File: config.mk
export PLATFORM = sky130hd
export DESIGN_NAME = cpuSystem
export DESIGN_NICKNAME = d
export VERILOG_FILES = /design/src/rtl/isaPkg.sv /design/src/rtl/datapathPkg.sv /design/src/rtl/controlUnit.sv /design/src/rtl/dataPath.sv /design/src/rtl/apbRequester.sv /design/src/rtl/cpuSystem.sv
export SDC_FILE = /design/constraint.sdc
export NUM_CORES = 1
export LEC_CHECK = 0
export BUFFER_PORTS_ARGS = -buffer_cell sky130_fd_sc_hd__buf_2
export CAP_MARGIN = 20
export CELL_PAD_IN_SITES_DETAIL_PLACEMENT = 2
export CELL_PAD_IN_SITES_GLOBAL_PLACEMENT = 2
export CORE_MARGIN = 2
export CORE_UTILIZATION = 27
export CTS_CLUSTER_DIAMETER = 200
export DETAILED_ROUTE_END_ITERATION = 12
export PLACE_DENSITY_LB_ADDON = 0.1
export REMOVE_ABC_BUFFERS = 1
export SLEW_MARGIN = 40
export SYNTH_ARGS = -nofsm -noshare
export SYNTH_HDL_FRONTEND = slang
export SYNTH_SLANG_ARGS = --single-unit
File: constraint.sdc
create_clock -name Clock -period 9.6 [get_ports Clock]
set_input_delay 0.96 -clock Clock [delete_from_list [all_inputs] [get_ports Clock]]
set_output_delay 0.96 -clock Clock [all_outputs]
set_load 0.005 [all_outputs]
File: src/rtl/isaPkg.sv
`default_nettype none

package isaPkg;

    // ====================
    // Opcodes
    // ====================

    typedef logic [5:0] opcodeT;

    localparam opcodeT OpSta   = 6'h20; // Store Rx at direct address
    localparam opcodeT OpLddrl = 6'h21; // Two bytes into DR
    localparam opcodeT OpLddrh = 6'h22; // Four bytes into DR
    localparam opcodeT OpStdr  = 6'h23; // DR to a register
    localparam opcodeT OpStrim = 6'h24; // Store Rx at AR plus offset

    // ====================
    // Register codes
    // ====================

    // STDR destination field
    localparam logic [2:0] DestPc    = 3'd0;
    localparam logic [2:0] DestSp    = 3'd1;
    localparam logic [2:0] DestAr    = 3'd2;
    localparam logic [2:0] DestArAlt = 3'd3; // Second code for AR
    localparam logic [2:0] DestR1    = 3'd4;
    localparam logic [2:0] DestR2    = 3'd5;
    localparam logic [2:0] DestR3    = 3'd6;
    localparam logic [2:0] DestR4    = 3'd7;

    // ====================
    // Instruction word
    // ====================

    typedef struct packed {
        opcodeT     opcode;
        logic [1:0] regSel;  // Source register, R1..R4
        logic [7:0] address; // Direct address, or offset for STRIM
    } addressFormT;

    typedef struct packed {
        opcodeT     opcode;
        logic [2:0] destReg;
        logic [2:0] srcReg1;
        logic [2:0] srcReg2;
        logic       spare;
    } registerFormT;

    // Same 16 bits, read in the format the opcode calls for
    typedef union packed {
        addressFormT  addressForm;
        registerFormT registerForm;
    } instructionT;

endpackage

`default_nettype wire

File: src/rtl/datapathPkg.sv
`default_nettype none

package datapathPkg;

    // ====================
    // Widths
    // ====================

    localparam int AddrWidth       = 8;
    localparam int ByteWidth       = 8;
    localparam int WordWidth       = 32;
    localparam int GeneralRegCount = 4;
    localparam int StepCount       = 9;

    // One-hot timing steps
    typedef logic [StepCount-1:0] stepT;

    localparam stepT StepT0 = 9'b000000001; // Fetch low byte
    localparam stepT StepT1 = 9'b000000010; // Fetch high byte
    localparam stepT StepT2 = 9'b000000100; // Decode
    localparam stepT StepT3 = 9'b000001000;
    localparam stepT StepT4 = 9'b000010000;
    localparam stepT StepT5 = 9'b000100000;
    localparam stepT StepT6 = 9'b001000000;
    localparam stepT StepT7 = 9'b010000000;
    localparam stepT StepT8 = 9'b100000000;

    // ====================
    // Control word
    // ====================

    localparam logic [1:0] ArSrcAddress = 2'd0; // Instruction address field
    localparam logic [1:0] ArSrcSum     = 2'd1; // AR plus offset
    localparam logic [1:0] ArSrcDr      = 2'd2; // DR low byte

    localparam logic AddrFromPc = 1'b0;
    localparam logic AddrFromAr = 1'b1;

    typedef struct packed {
        logic                       pcLoad;
        logic                       arLoad;
        logic                       spLoad;
        logic                       drLoad;
        logic                       irLowLoad;
        logic                       irHighLoad;
        logic [GeneralRegCount-1:0] regLoad;     // Bit 0 is R1
        logic                       pcIncrement;
        logic                       arIncrement;
        logic [1:0]                 arLoadSource;
        logic                       drShiftIn;   // Shift DR left, else clear and load
        logic                       addressSource;
        logic [1:0]                 storeReg;
        logic [1:0]                 storeByte;
    } controlWordT;

    typedef struct packed {
        logic valid;
        logic write;
    } memCommandT;

    // ====================
    // APB
    // ====================

    typedef struct packed {
        logic                 psel;
        logic                 penable;
        logic                 pwrite;
        logic [AddrWidth-1:0] paddr;
        logic [ByteWidth-1:0] pwdata;
    } apbRequestT;

    typedef struct packed {
        logic [ByteWidth-1:0] prdata;
        logic                 pready;
    } apbResponseT;

endpackage

`default_nettype wire

File: src/rtl/controlUnit.sv
`timescale 1ns/10ps
`default_nettype none

module controlUnit (
    input  logic                     Clock,
    input  logic                     Reset,
    input  isaPkg::instructionT      instruction,
    input  logic                     done,
    output datapathPkg::controlWordT controlWord,
    output datapathPkg::memCommandT  memCommand
);
    import isaPkg::*;
    import datapathPkg::*;

    stepT        step;
    instructionT decoded;  // Held from T2 to the end of the instruction
    opcodeT      opcode;
    logic        knownOpcode;
    logic        lastStep;
    logic        stepDone;
    controlWordT rawWord;

    assign opcode      = decoded.addressForm.opcode;
    assign knownOpcode = instruction.addressForm.opcode inside
                         {OpLddrl, OpLddrh, OpStdr, OpSta, OpStrim};
    assign stepDone    = !memCommand.valid || done; // Memory steps wait for the APB transfer

    // ====================
    // Step sequencer
    // ====================

    always_ff @(posedge Clock or posedge Reset) begin
        if (Reset) begin
            step <= StepT0;
        end else if (stepDone) begin
            step <= lastStep ? StepT0 : {step[StepCount-2:0], step[StepCount-1]};
        end
    end

    always_ff @(posedge Clock) begin
        if (step == StepT2) begin
            decoded <= instruction;
        end
    end

    // ====================
    // Control word
    // ====================

    always_comb begin
        rawWord    = '0;
        memCommand = '0;
        lastStep   = 1'b0;
        case (step)
            StepT0: begin
                memCommand.valid      = 1'b1;
                rawWord.addressSource = AddrFromPc;
                rawWord.irLowLoad     = 1'b1;
                rawWord.pcIncrement   = 1'b1;
            end
            StepT1: begin
                memCommand.valid      = 1'b1;
                rawWord.addressSource = AddrFromPc;
                rawWord.irHighLoad    = 1'b1;
                rawWord.pcIncrement   = 1'b1;
            end
            StepT2: begin
                lastStep = !knownOpcode; // Anything else is a no-op
            end
            StepT3: begin
                case (opcode)
                    OpSta: begin
                        rawWord.arLoad       = 1'b1;
                        rawWord.arLoadSource = ArSrcAddress;
                    end
                    OpStrim: begin
                        rawWord.arLoad       = 1'b1;
                        rawWord.arLoadSource = ArSrcSum;
                    end
                    OpLddrl, OpLddrh: begin
                        memCommand.valid      = 1'b1;
                        rawWord.addressSource = AddrFromAr;
                        rawWord.drLoad        = 1'b1;    // First byte clears the rest of DR
                        rawWord.arIncrement   = 1'b1;
                    end
                    OpStdr: begin
                        case (decoded.registerForm.destReg)
                            DestPc: rawWord.pcLoad = 1'b1;
                            DestSp: rawWord.spLoad = 1'b1;
                            DestAr, DestArAlt: begin
                                rawWord.arLoad       = 1'b1;
                                rawWord.arLoadSource = ArSrcDr;
                            end
                            DestR1: rawWord.regLoad[0] = 1'b1;
                            DestR2: rawWord.regLoad[1] = 1'b1;
                            DestR3: rawWord.regLoad[2] = 1'b1;
                            DestR4: rawWord.regLoad[3] = 1'b1;
                            default: rawWord.regLoad = '0;
                        endcase
                        lastStep = 1'b1;
                    end
                    default: lastStep = 1'b1;
                endcase
            end
            StepT4, StepT5, StepT6, StepT7: begin
                case (opcode)
                    OpSta, OpStrim: begin
                        memCommand.valid      = 1'b1;
                        memCommand.write      = 1'b1;
                        rawWord.addressSource = AddrFromAr;
                        rawWord.storeReg      = decoded.addressForm.regSel;
                        // T4..T7 give byte 0..3, lowest first
                        rawWord.storeByte     = {step[6] | step[7], step[5] | step[7]};
                        rawWord.arIncrement   = 1'b1;
                        lastStep              = step == StepT7;
                    end
                    OpLddrl, OpLddrh: begin
                        memCommand.valid      = 1'b1;
                        rawWord.addressSource = AddrFromAr;
                        rawWord.drLoad        = 1'b1;
                        rawWord.drShiftIn     = 1'b1;
                        rawWord.arIncrement   = 1'b1;
                        lastStep = (opcode == OpLddrl) ? step == StepT4 : step == StepT6;
                    end
                    default: lastStep = 1'b1;
                endcase
            end
            StepT8:  lastStep = 1'b1; // Not reached by the kept opcodes
            default: lastStep = 1'b1; // Illegal step, back to fetch
        endcase
    end

    // Register updates only in the cycle the step completes
    always_comb begin
        controlWord = rawWord;
        if (!stepDone) begin
            controlWord.pcLoad      = 1'b0;
            controlWord.arLoad      = 1'b0;
            controlWord.spLoad      = 1'b0;
            controlWord.drLoad      = 1'b0;
            controlWord.irLowLoad   = 1'b0;
            controlWord.irHighLoad  = 1'b0;
            controlWord.regLoad     = '0;
            controlWord.pcIncrement = 1'b0;
            controlWord.arIncrement = 1'b0;
        end
    end

    // ====================
    // Assertions
    // ====================

    stepOneHot: assert property (@(posedge Clock) disable iff (Reset)
        $onehot(step) && !step[StepCount-1])
        else $error("Step not one-hot or beyond T7: %b", step);

    commandHeld: assert property (@(posedge Clock) disable iff (Reset)
        memCommand.valid && !done |=> $stable(memCommand))
        else $error("Memory command changed before done");

endmodule

`default_nettype wire

File: src/rtl/dataPath.sv
`timescale 1ns/10ps
`default_nettype none

module dataPath (
    input  logic                     Clock,
    input  logic                     Reset,
    input  datapathPkg::controlWordT controlWord,
    input  byte                      readData,
    output isaPkg::instructionT      instruction,
    output byte                      memAddress,
    output byte                      memWriteData
);
    import datapathPkg::*;

    logic [AddrWidth-1:0] pc;
    logic [AddrWidth-1:0] ar;
    logic [AddrWidth-1:0] arSum;  // STRIM effective address
    logic [AddrWidth-1:0] arNext;
    logic [ByteWidth-1:0] irLow;
    logic [ByteWidth-1:0] irHigh;
    logic [WordWidth-1:0] dr;
    logic [WordWidth-1:0] storeWord;
    logic [WordWidth-1:0] generalRegs [GeneralRegCount]; // R1..R4

    assign instruction = {irHigh, irLow};

    // ====================
    // Address side
    // ====================

    assign arSum = ar + instruction.addressForm.address; // Wraps at 256

    always_comb begin
        case (controlWord.arLoadSource)
            ArSrcAddress: arNext = instruction.addressForm.address;
            ArSrcSum:     arNext = arSum;
            ArSrcDr:      arNext = dr[AddrWidth-1:0];
            default:      arNext = ar;
        endcase
    end

    assign memAddress = (controlWord.addressSource == AddrFromAr) ? ar : pc;

    // Program counter starts at address 0
    always_ff @(posedge Clock or posedge Reset) begin
        if (Reset) begin
            pc <= '0;
        end else if (controlWord.pcLoad) begin
            pc <= dr[AddrWidth-1:0];
        end else if (controlWord.pcIncrement) begin
            pc <= pc + 1'b1;
        end
    end

    always_ff @(posedge Clock) begin
        if (controlWord.arLoad) begin
            ar <= arNext;
        end else if (controlWord.arIncrement) begin
            ar <= ar + 1'b1;
        end
    end

    // ====================
    // Instruction and data
    // ====================

    always_ff @(posedge Clock) begin
        if (controlWord.irLowLoad) begin
            irLow <= readData;
        end
        if (controlWord.irHighLoad) begin
            irHigh <= readData;
        end
        if (controlWord.drLoad) begin
            if (controlWord.drShiftIn) begin
                dr <= {dr[WordWidth-ByteWidth-1:0], readData}; // New byte at the bottom
            end else begin
                dr <= {{(WordWidth - ByteWidth){1'b0}}, readData};
            end
        end
    end

    always_ff @(posedge Clock) begin
        for (int i = 0; i < GeneralRegCount; i++) begin
            if (controlWord.regLoad[i]) begin
                generalRegs[i] <= dr;
            end
        end
    end

    // Byte of Rx going out on a store
    assign storeWord    = generalRegs[controlWord.storeReg];
    assign memWriteData = storeWord[controlWord.storeByte * ByteWidth +: ByteWidth];

endmodule

`default_nettype wire

File: src/rtl/apbRequester.sv
`timescale 1ns/10ps
`default_nettype none

module apbRequester (
    input  logic                     Clock,
    input  logic                     Reset,
    input  datapathPkg::memCommandT  memCommand,
    input  byte                      memAddress,
    input  byte                      memWriteData,
    input  datapathPkg::apbResponseT apbResponse,
    output datapathPkg::apbRequestT  apbRequest,
    output logic                     done,
    output byte                      readData
);
    typedef enum logic [1:0] {
        StateIdle,
        StateSetup,
        StateAccess
    } stateT;

    stateT state;
    stateT nextState;

    always_ff @(posedge Clock or posedge Reset) begin
        if (Reset) begin
            state <= StateIdle;
        end else begin
            state <= nextState;
        end
    end

    always_comb begin
        nextState = state;
        case (state)
            StateIdle:   if (memCommand.valid) nextState = StateSetup;
            // Setup with no command pending falls back to idle
            StateSetup:  nextState = memCommand.valid ? StateAccess : StateIdle;
            StateAccess: if (apbResponse.pready) nextState = StateSetup;
            default:     nextState = StateIdle;
        endcase
    end

    assign apbRequest.psel    = (state == StateSetup && memCommand.valid) || state == StateAccess;
    assign apbRequest.penable = state == StateAccess;
    assign apbRequest.pwrite  = memCommand.write;
    assign apbRequest.paddr   = memAddress;   // Held by the control unit until done
    assign apbRequest.pwdata  = memWriteData;

    assign done     = state == StateAccess && apbResponse.pready; // Completion cycle only
    assign readData = apbResponse.prdata;

    enableNeedsSelect: assert property (@(posedge Clock) disable iff (Reset)
        apbRequest.penable |-> apbRequest.psel && memCommand.valid)
        else $error("PENABLE without PSEL or a pending command");

    requestHeld: assert property (@(posedge Clock) disable iff (Reset)
        apbRequest.penable && !apbResponse.pready |=> $stable(apbRequest))
        else $error("APB request changed during wait state");

endmodule

`default_nettype wire

File: src/rtl/cpuSystem.sv
`timescale 1ns/10ps
`default_nettype none

module cpuSystem (
    input  logic                     Clock,
    input  logic                     Reset,
    input  datapathPkg::apbResponseT apbResponse,
    output datapathPkg::apbRequestT  apbRequest
);
    import isaPkg::*;
    import datapathPkg::*;

    controlWordT controlWord;
    memCommandT  memCommand;
    instructionT instruction;
    logic        done;
    byte         memAddress;
    byte         memWriteData;
    byte         readData;

    controlUnit control_i (
        .Clock       (Clock),
        .Reset       (Reset),
        .instruction (instruction),
        .done        (done),
        .controlWord (controlWord),
        .memCommand  (memCommand)
    );

    dataPath dataPath_i (
        .Clock        (Clock),
        .Reset        (Reset),
        .controlWord  (controlWord),
        .readData     (readData),
        .instruction  (instruction),
        .memAddress   (memAddress),
        .memWriteData (memWriteData)
    );

    apbRequester apb_i (
        .Clock        (Clock),
        .Reset        (Reset),
        .memCommand   (memCommand),
        .memAddress   (memAddress),
        .memWriteData (memWriteData),
        .apbResponse  (apbResponse),
        .apbRequest   (apbRequest),
        .done         (done),
        .readData     (readData)
    );

endmodule

`default_nettype wire

After elaboration in Yosys (flattened, before gate mapping)
Memories as Yosys holds them, arrays and structs flattened.
Cells that the tools add are included.
Word-level totals
  bits in registers: 91
  bits in writable memories: 128
  input port bits: 11
  memories kept: 1
Memory list
  dataPath_i.generalRegs: words 4, width 32, read ports 1, clocked after memory_dff 0, wr ports 1, RTL line dataPath.sv:23  | logic [WordWidth-1:0] generalRegs [GeneralRegCount];
Cells by class
  $add $sub $neg: 3
  equality and inequality tests: 32
  shift-type cells: 1
  mux-type cells: 62
  bitwise logic cells: 2
  reductions and logical operators: 24
Operators by type and width (count)
  2-to-1 mux 32 bit: 3
  OR reduction 32 bit: 3
  == test 6 bit, second input constant: 10
  2-to-1 mux 8 bit: 5
  variable part select 32 x 6 -> 8 bit: 1
  2-to-1 mux 1 bit: 31
  case mux 8 bit (3 select lines): 1
  adder 8 x 1 -> 8 bit, second input constant: 2
  2-to-1 mux 2 bit: 8
  2-to-1 mux 4 bit: 4
  == test 3 bit, second input constant: 4
  2-to-1 mux 12 bit: 1
  == test 9 x 1 -> 1 bit, second input constant: 1
  == test 9 x 2 -> 1 bit, second input constant: 1
  == test 9 x 3 -> 1 bit, second input constant: 1
  == test 9 x 4 -> 1 bit, second input constant: 1
  == test 9 x 5 -> 1 bit, second input constant: 1
  == test 9 x 6 -> 1 bit, second input constant: 1
  == test 9 x 7 -> 1 bit, second input constant: 1
  == test 9 x 8 -> 1 bit, second input constant: 1
  2-to-1 mux 9 bit: 1
  adder 8 bit: 1
  OR reduction 2 bit: 4
  OR reduction 4 bit: 2
  23 further kinds: 35

Logic depth before layout (Yosys ltp)
  depth in word-level cells: 13
  mapped depth: 11
  mapped depth without buffers: 9

Modules after synthesis
Synthesis repeated with hierarchy kept, for this count alone.
Second synthesis, totals
  cells, all modules: 595
  area, all modules: 9598.0 µm²
Modules (own cells, without submodules)
  dataPath: instances 1, cells each 424, area each 7996.4 µm², sequential area each 5725.5 µm²
  controlUnit: instances 1, cells each 135, area each 1306.3 µm², sequential area each 496.7 µm²
  apbRequester: instances 1, cells each 36, area each 295.3 µm², sequential area each 50.0 µm²

Worst setup path before layout
Ideal clock, no wire load.
  path kind: reg-to-reg
  start: register control_i.step[5]
  end: memory dataPath_i.generalRegs[1][0], enable pin
  arrival time: 4.036 ns
  path slack: 5.096 ns
  cell stages (with the launch flop): 7
  path buffers: 1
  period minus slack after synthesis: 4.504 ns
  cell sequence: dfrtp_1 -> buf_6 -> or4_4 -> nor3_1 -> and2_1 -> nand2_1 -> nor3b_1
RTL lines
  start: declaration: RTL line controlUnit.sv:15  | stepT step;
  start signal: assignment: RTL line controlUnit.sv:34  | step <= StepT0;
  start signal: assignment: RTL line controlUnit.sv:36  | step <= lastStep ? StepT0 : {step[StepCount-2:0], step[StepCount-1]};
  end: declaration: RTL line dataPath.sv:23

==> Implementation_results.wiki <==
{| class="wikitable"
! Metric !! Value
|-
| Outcome || completed
|-
| Average cell area after synthesis || 14.4 µm²
|-
| Area enclosed by the die boundary || 36200 µm²
|-
| Endpoint kind of the worst setup timing path || output port
|-
| Max-Slew Margin vs Limit || 45.0%
|-
| Critical path type || reg -> out
|-
| Met2 WL post-DR || 14.2 mm
|-
| Die H || 190 µm
|-
| Number of cells on the worst reg-to-reg path || 9
|-
| Cell area after layout || 10900 µm²
|-
| Number of H-tree levels || 1
|-
| Largest net degree at the start of global routing || 36
|-
| Sink Count || 212
|-
| Post-detail-place hpwl || 18.1 mm
|-
| Critical Path Sink || apbRequest[1]
|-
| Clock Path Buffers || 3
|-
| Antenna violation net count after detailed routing || 0
|-
| Area overhead of the layout relative to synthesis || 16.1%
|-
| Critical Path Fanout Max || 28
|-
| Number of standard cells in the final layout excluding fillers || 1166
|-
| WL met3 || 722 µm
|-
| IO Count || 30
|-
| Routed met1 length || 12.5 mm
|-
| Number of gates resized after CTS || 0
|-
| Power per unit of standard cell area || 210 nW/µm²
|-
| Final setup TNS || 0 ps
|-
| Top cells by area in the synthesized netlist || sky130_fd_sc_hd__edfxtp_1, sky130_fd_sc_hd__dfrtp_1, sky130_fd_sc_hd__mux2_2
|-
| Peak Freq || 209 MHz
|-
| Clock Pin Slew Worst Setup and Hold Paths || 60 ps
|-
| Layout Skew || 10.3 ps
|-
| Flop and latch count out of synthesis || 212
|-
| Antenna Diode Count || 0
|-
| Net Switching || 0.000600 W
|-
| Top routing layer in use || met4
|-
| Number of cells produced by synthesis || 653
|-
| RSZ-0062 raised after global routing || no
|-
| Share of total power in sequential cells || 47.7%
|-
| Number of design-rule violations left by the first detailed-router iteration || 373
|-
| Final wirelength || 28.0 mm
|-
| Area of placed instances || 10100 µm²
|-
| Mean routed wirelength per cell || 24.0 µm
|-
| Final period demand of the worst path || 4790 ps
|-
| Congestion Overflow GR || 0
|-
| Fraction of synthesis flops using an asynchronous set or reset pin || 8.96%
|-
| Reg2Reg Setup Slack || 5760 ps
|-
| TritonCTS clock tree || built
|-
| Leakage Power || 3.91 nW
|-
| Overall track demand over capacity in global routing || 15.9%
|-
| Slew of the pin with the lowest slew margin || 822 ps
|-
| Total via count after detailed routing || 5743
|-
| Proportion of power drawn by the clock network || 40.2%
|-
| Number of warning messages in the yosys log || 0
|-
| Area inside the core boundary || 34400 µm²
|-
| Kind of start point of the critical path || register
|-
| Via count of the first global-routing pass || 6603
|-
| Endpoint of the worst-slack reg-to-reg timing path || dataPath_i.ar[6]
|-
| Worst min-delay path category || reg -> reg
|-
| Storage element area || 6270 µm²
|-
| CP Data Arrival Time || 3830 ps
|-
| Residual DRC count || 0
|-
| Clock Latency Late Sink || 530 ps
|-
| Placed cell count || 1119
|-
| Post-CTS Hold Fix Bufs || 0
|-
| Count of unique library cells instantiated by Yosys || 72
|-
| Final weighted congestion in routability-driven placement || 0.754
|-
| Hold WS || 428 ps
|-
| CP Launch Point || control_i.step[1]
|-
| Share of total power in combinational logic || 12.2%
|-
| Via-per-instance ratio || 4.93
|-
| Final max-slew violation count || 0
|-
| Number of optimization iterations in the first detailed-route pass || 4
|-
| Number of rows in the core area || 68
|-
| Most area-hungry cell type in the Yosys netlist || sky130_fd_sc_hd__edfxtp_1
|-
| Initial antenna violation count || 0
|-
| Max-cap violations || 0
|-
| Count of endpoints failing hold in the final timing report || 0
|-
| Area of the multi-input gates || 2940 µm²
|-
| Starting density of the core || 27.3%
|-
| Fill cell instance count of the final layout || 3604
|-
| Layout net count || 716
|-
| Share of cells above drive strength 1 || 19.3%
|-
| Global-route wire length before repair || 42.7 mm
|-
| Area of the mapped netlist || 9370 µm²
|-
| Highest ir drop seen on vdd || 0.131 mV
|-
| Setup fix buffers added after clock tree synthesis || 0
|-
| Horiz. Die Dim || 190 µm
|-
| Setup violation total in the final timing report || 0
|-
| Net switching share of the total power || 26.2%
|-
| Number of buffers inserted during clock tree synthesis || 26
|-
| Startpoint of the lowest-slack register-to-register path || control_i.step[7]
|-
| Clock root buffer || sky130_fd_sc_hd__clkbuf_16
|-
| Design internal power || 0.00169 W
|-
| Portion of synthesized cell area occupied by the leading cell type || 61.8%
|-
| Number of enable flip-flop cells after synthesis || 193
|-
| Seq/Total Area, Yosys || 66.9%
|-
| Main synth FF type || sky130_fd_sc_hd__edfxtp_1
|-
| Final worst path period share || 49.9%
|-
| Count of buffers from port buffering || 29
|-
| Worst Path Required || 8640 ps
|}
## critical path, cell delays in order, from the launching register on
cell	delay, ps
sky130_fd_sc_hd__dfrtp_1	480
sky130_fd_sc_hd__nor4_1	590
sky130_fd_sc_hd__nand2b_1	310
sky130_fd_sc_hd__a211oi_4	220
sky130_fd_sc_hd__buf_4	400
sky130_fd_sc_hd__nand3_1	600
sky130_fd_sc_hd__o221ai_1	440
sky130_fd_sc_hd__o22ai_1	120
sky130_fd_sc_hd__buf_2	150
## state kept, by name, indices dropped and copies added, names as in the netlist
name,count
apb_i.state,2
control_i.step,9
dataPath_i.dr,32
dataPath_i.generalRegs,128
dataPath_i.irHigh,8
dataPath_i.irLow,8
control_i.decoded,9
dataPath_i.ar,8
dataPath_i.pc,8
## worst min-delay path by stage
| stage | start | endpoint | slack (ps) | depth (start not counted) |
|---|---|---|---|---|
| after floorplan | dataPath_i.irHigh[0] | control_i.decoded[8] | 400 | 0 |
| after global routing | dataPath_i.irHigh[0] | control_i.decoded[8] | 440 | 0 |
| final | dataPath_i.irHigh[1] | control_i.decoded[9] | 430 | 0 |
| after global placement | dataPath_i.irHigh[1] | control_i.decoded[9] | 410 | 0 |
| after detailed placement | dataPath_i.irHigh[1] | control_i.decoded[9] | 410 | 0 |
| after CTS | dataPath_i.irHigh[1] | control_i.decoded[9] | 430 | 0 |
## logic make-up after synthesis
logic type | Yosys count | share of synthesized area [%]
AO/OA/AOI/OAI | 141 | 10.2
adder cells (fa/ha/maj) | 14 | 1.92
flip-flops | 212 | 66.9
XOR/XNOR | 18 | 1.68
buffers and inverters | 44 | 2.30
AND/OR/NAND/NOR | 173 | 10.2
multiplexers | 51 | 6.81
## cells in the mapped netlist, types with 8 or more instances
master	instances
sky130_fd_sc_hd__xor2_1	8
sky130_fd_sc_hd__mux4_2	8
sky130_fd_sc_hd__o31a_1	8
sky130_fd_sc_hd__a31oi_1	9
sky130_fd_sc_hd__xnor2_1	10
sky130_fd_sc_hd__mux2_2	21
sky130_fd_sc_hd__nor3_1	12
sky130_fd_sc_hd__clkbuf_1	21
sky130_fd_sc_hd__ha_1	12
sky130_fd_sc_hd__inv_1	10
sky130_fd_sc_hd__o221ai_1	8
sky130_fd_sc_hd__and2_1	28
sky130_fd_sc_hd__mux2i_1	21
sky130_fd_sc_hd__nor2_1	38
sky130_fd_sc_hd__o22ai_1	10
sky130_fd_sc_hd__o21ai_0	38
sky130_fd_sc_hd__a21oi_1	24
sky130_fd_sc_hd__edfxtp_1	193
sky130_fd_sc_hd__dfrtp_1	18
sky130_fd_sc_hd__nand2_1	24
sky130_fd_sc_hd__nand3_1	24
sky130_fd_sc_hd__o31ai_1	12
## layout make-up
class | count | area share (%)
timing repair buffer | 45 | 2.47
clock inverter | 16 | 1.15
inverter | 10 | 0.345
tap | 455 | 5.23
clock buffer | 31 | 6.15
sequential | 212 | 57.7
multi-input combinational | 397 | 27.0
## power by group through the flow
| stage | Combinational [W] | Clock [W] | Sequential [W] |
|---|---|---|---|
| 3_3_place_gp | 0.000279 | 0 | 0.00111 |
| 4_1_cts | 0.000287 | 0.000948 | 0.00109 |
| 2_1_floorplan | 0.000183 | 0 | 0.00110 |
| 3_5_place_dp | 0.000286 | 0 | 0.00111 |
| 5_1_grt | 0.000314 | 0.000980 | 0.00110 |
| 6_report | 0.000278 | 0.000919 | 0.00109 |
## layer usage
metal  global-route usage (%)  up-vias
met2                     28.4       78
met1                     20.8     3016
met3                     1.99       37
li1                         -     2612
met5                        0        -
met4                     3.25        0
## metrics by stage
step | util [%] | setup WS [ps] | total power (W)
after CTS | 31.7 | 4680 | 0.00233
after global placement | 29.2 | 5490 | 0.00138
final | 31.7 | 4810 | 0.00229
after floorplan | - | 5020 | 0.00128
after detailed placement | 29.3 | 5260 | 0.00139
after global routing | 31.7 | 4530 | 0.00239
## cells in the final DEF (no fill, tap or decap), types with 9 or more instances in the layout
master and n:
sky130_fd_sc_hd__o22ai_1 10, sky130_fd_sc_hd__clkbuf_16 26, sky130_fd_sc_hd__ha_1 12, sky130_fd_sc_hd__edfxtp_1 193, sky130_fd_sc_hd__buf_2 29, sky130_fd_sc_hd__mux2i_1 21, sky130_fd_sc_hd__dfrtp_1 18, sky130_fd_sc_hd__nand2_1 24
sky130_fd_sc_hd__nor3_1 9, sky130_fd_sc_hd__nor2_1 37, sky130_fd_sc_hd__mux2_2 21, sky130_fd_sc_hd__a31oi_1 9, sky130_fd_sc_hd__o31ai_1 11, sky130_fd_sc_hd__inv_1 9, sky130_fd_sc_hd__nand3_1 24, sky130_fd_sc_hd__o21ai_0 38
sky130_fd_sc_hd__and2_1 29, sky130_fd_sc_hd__buf_4 15, sky130_fd_sc_hd__xnor2_1 10, sky130_fd_sc_hd__a21oi_1 23
(Power assumes the default switching activity.)
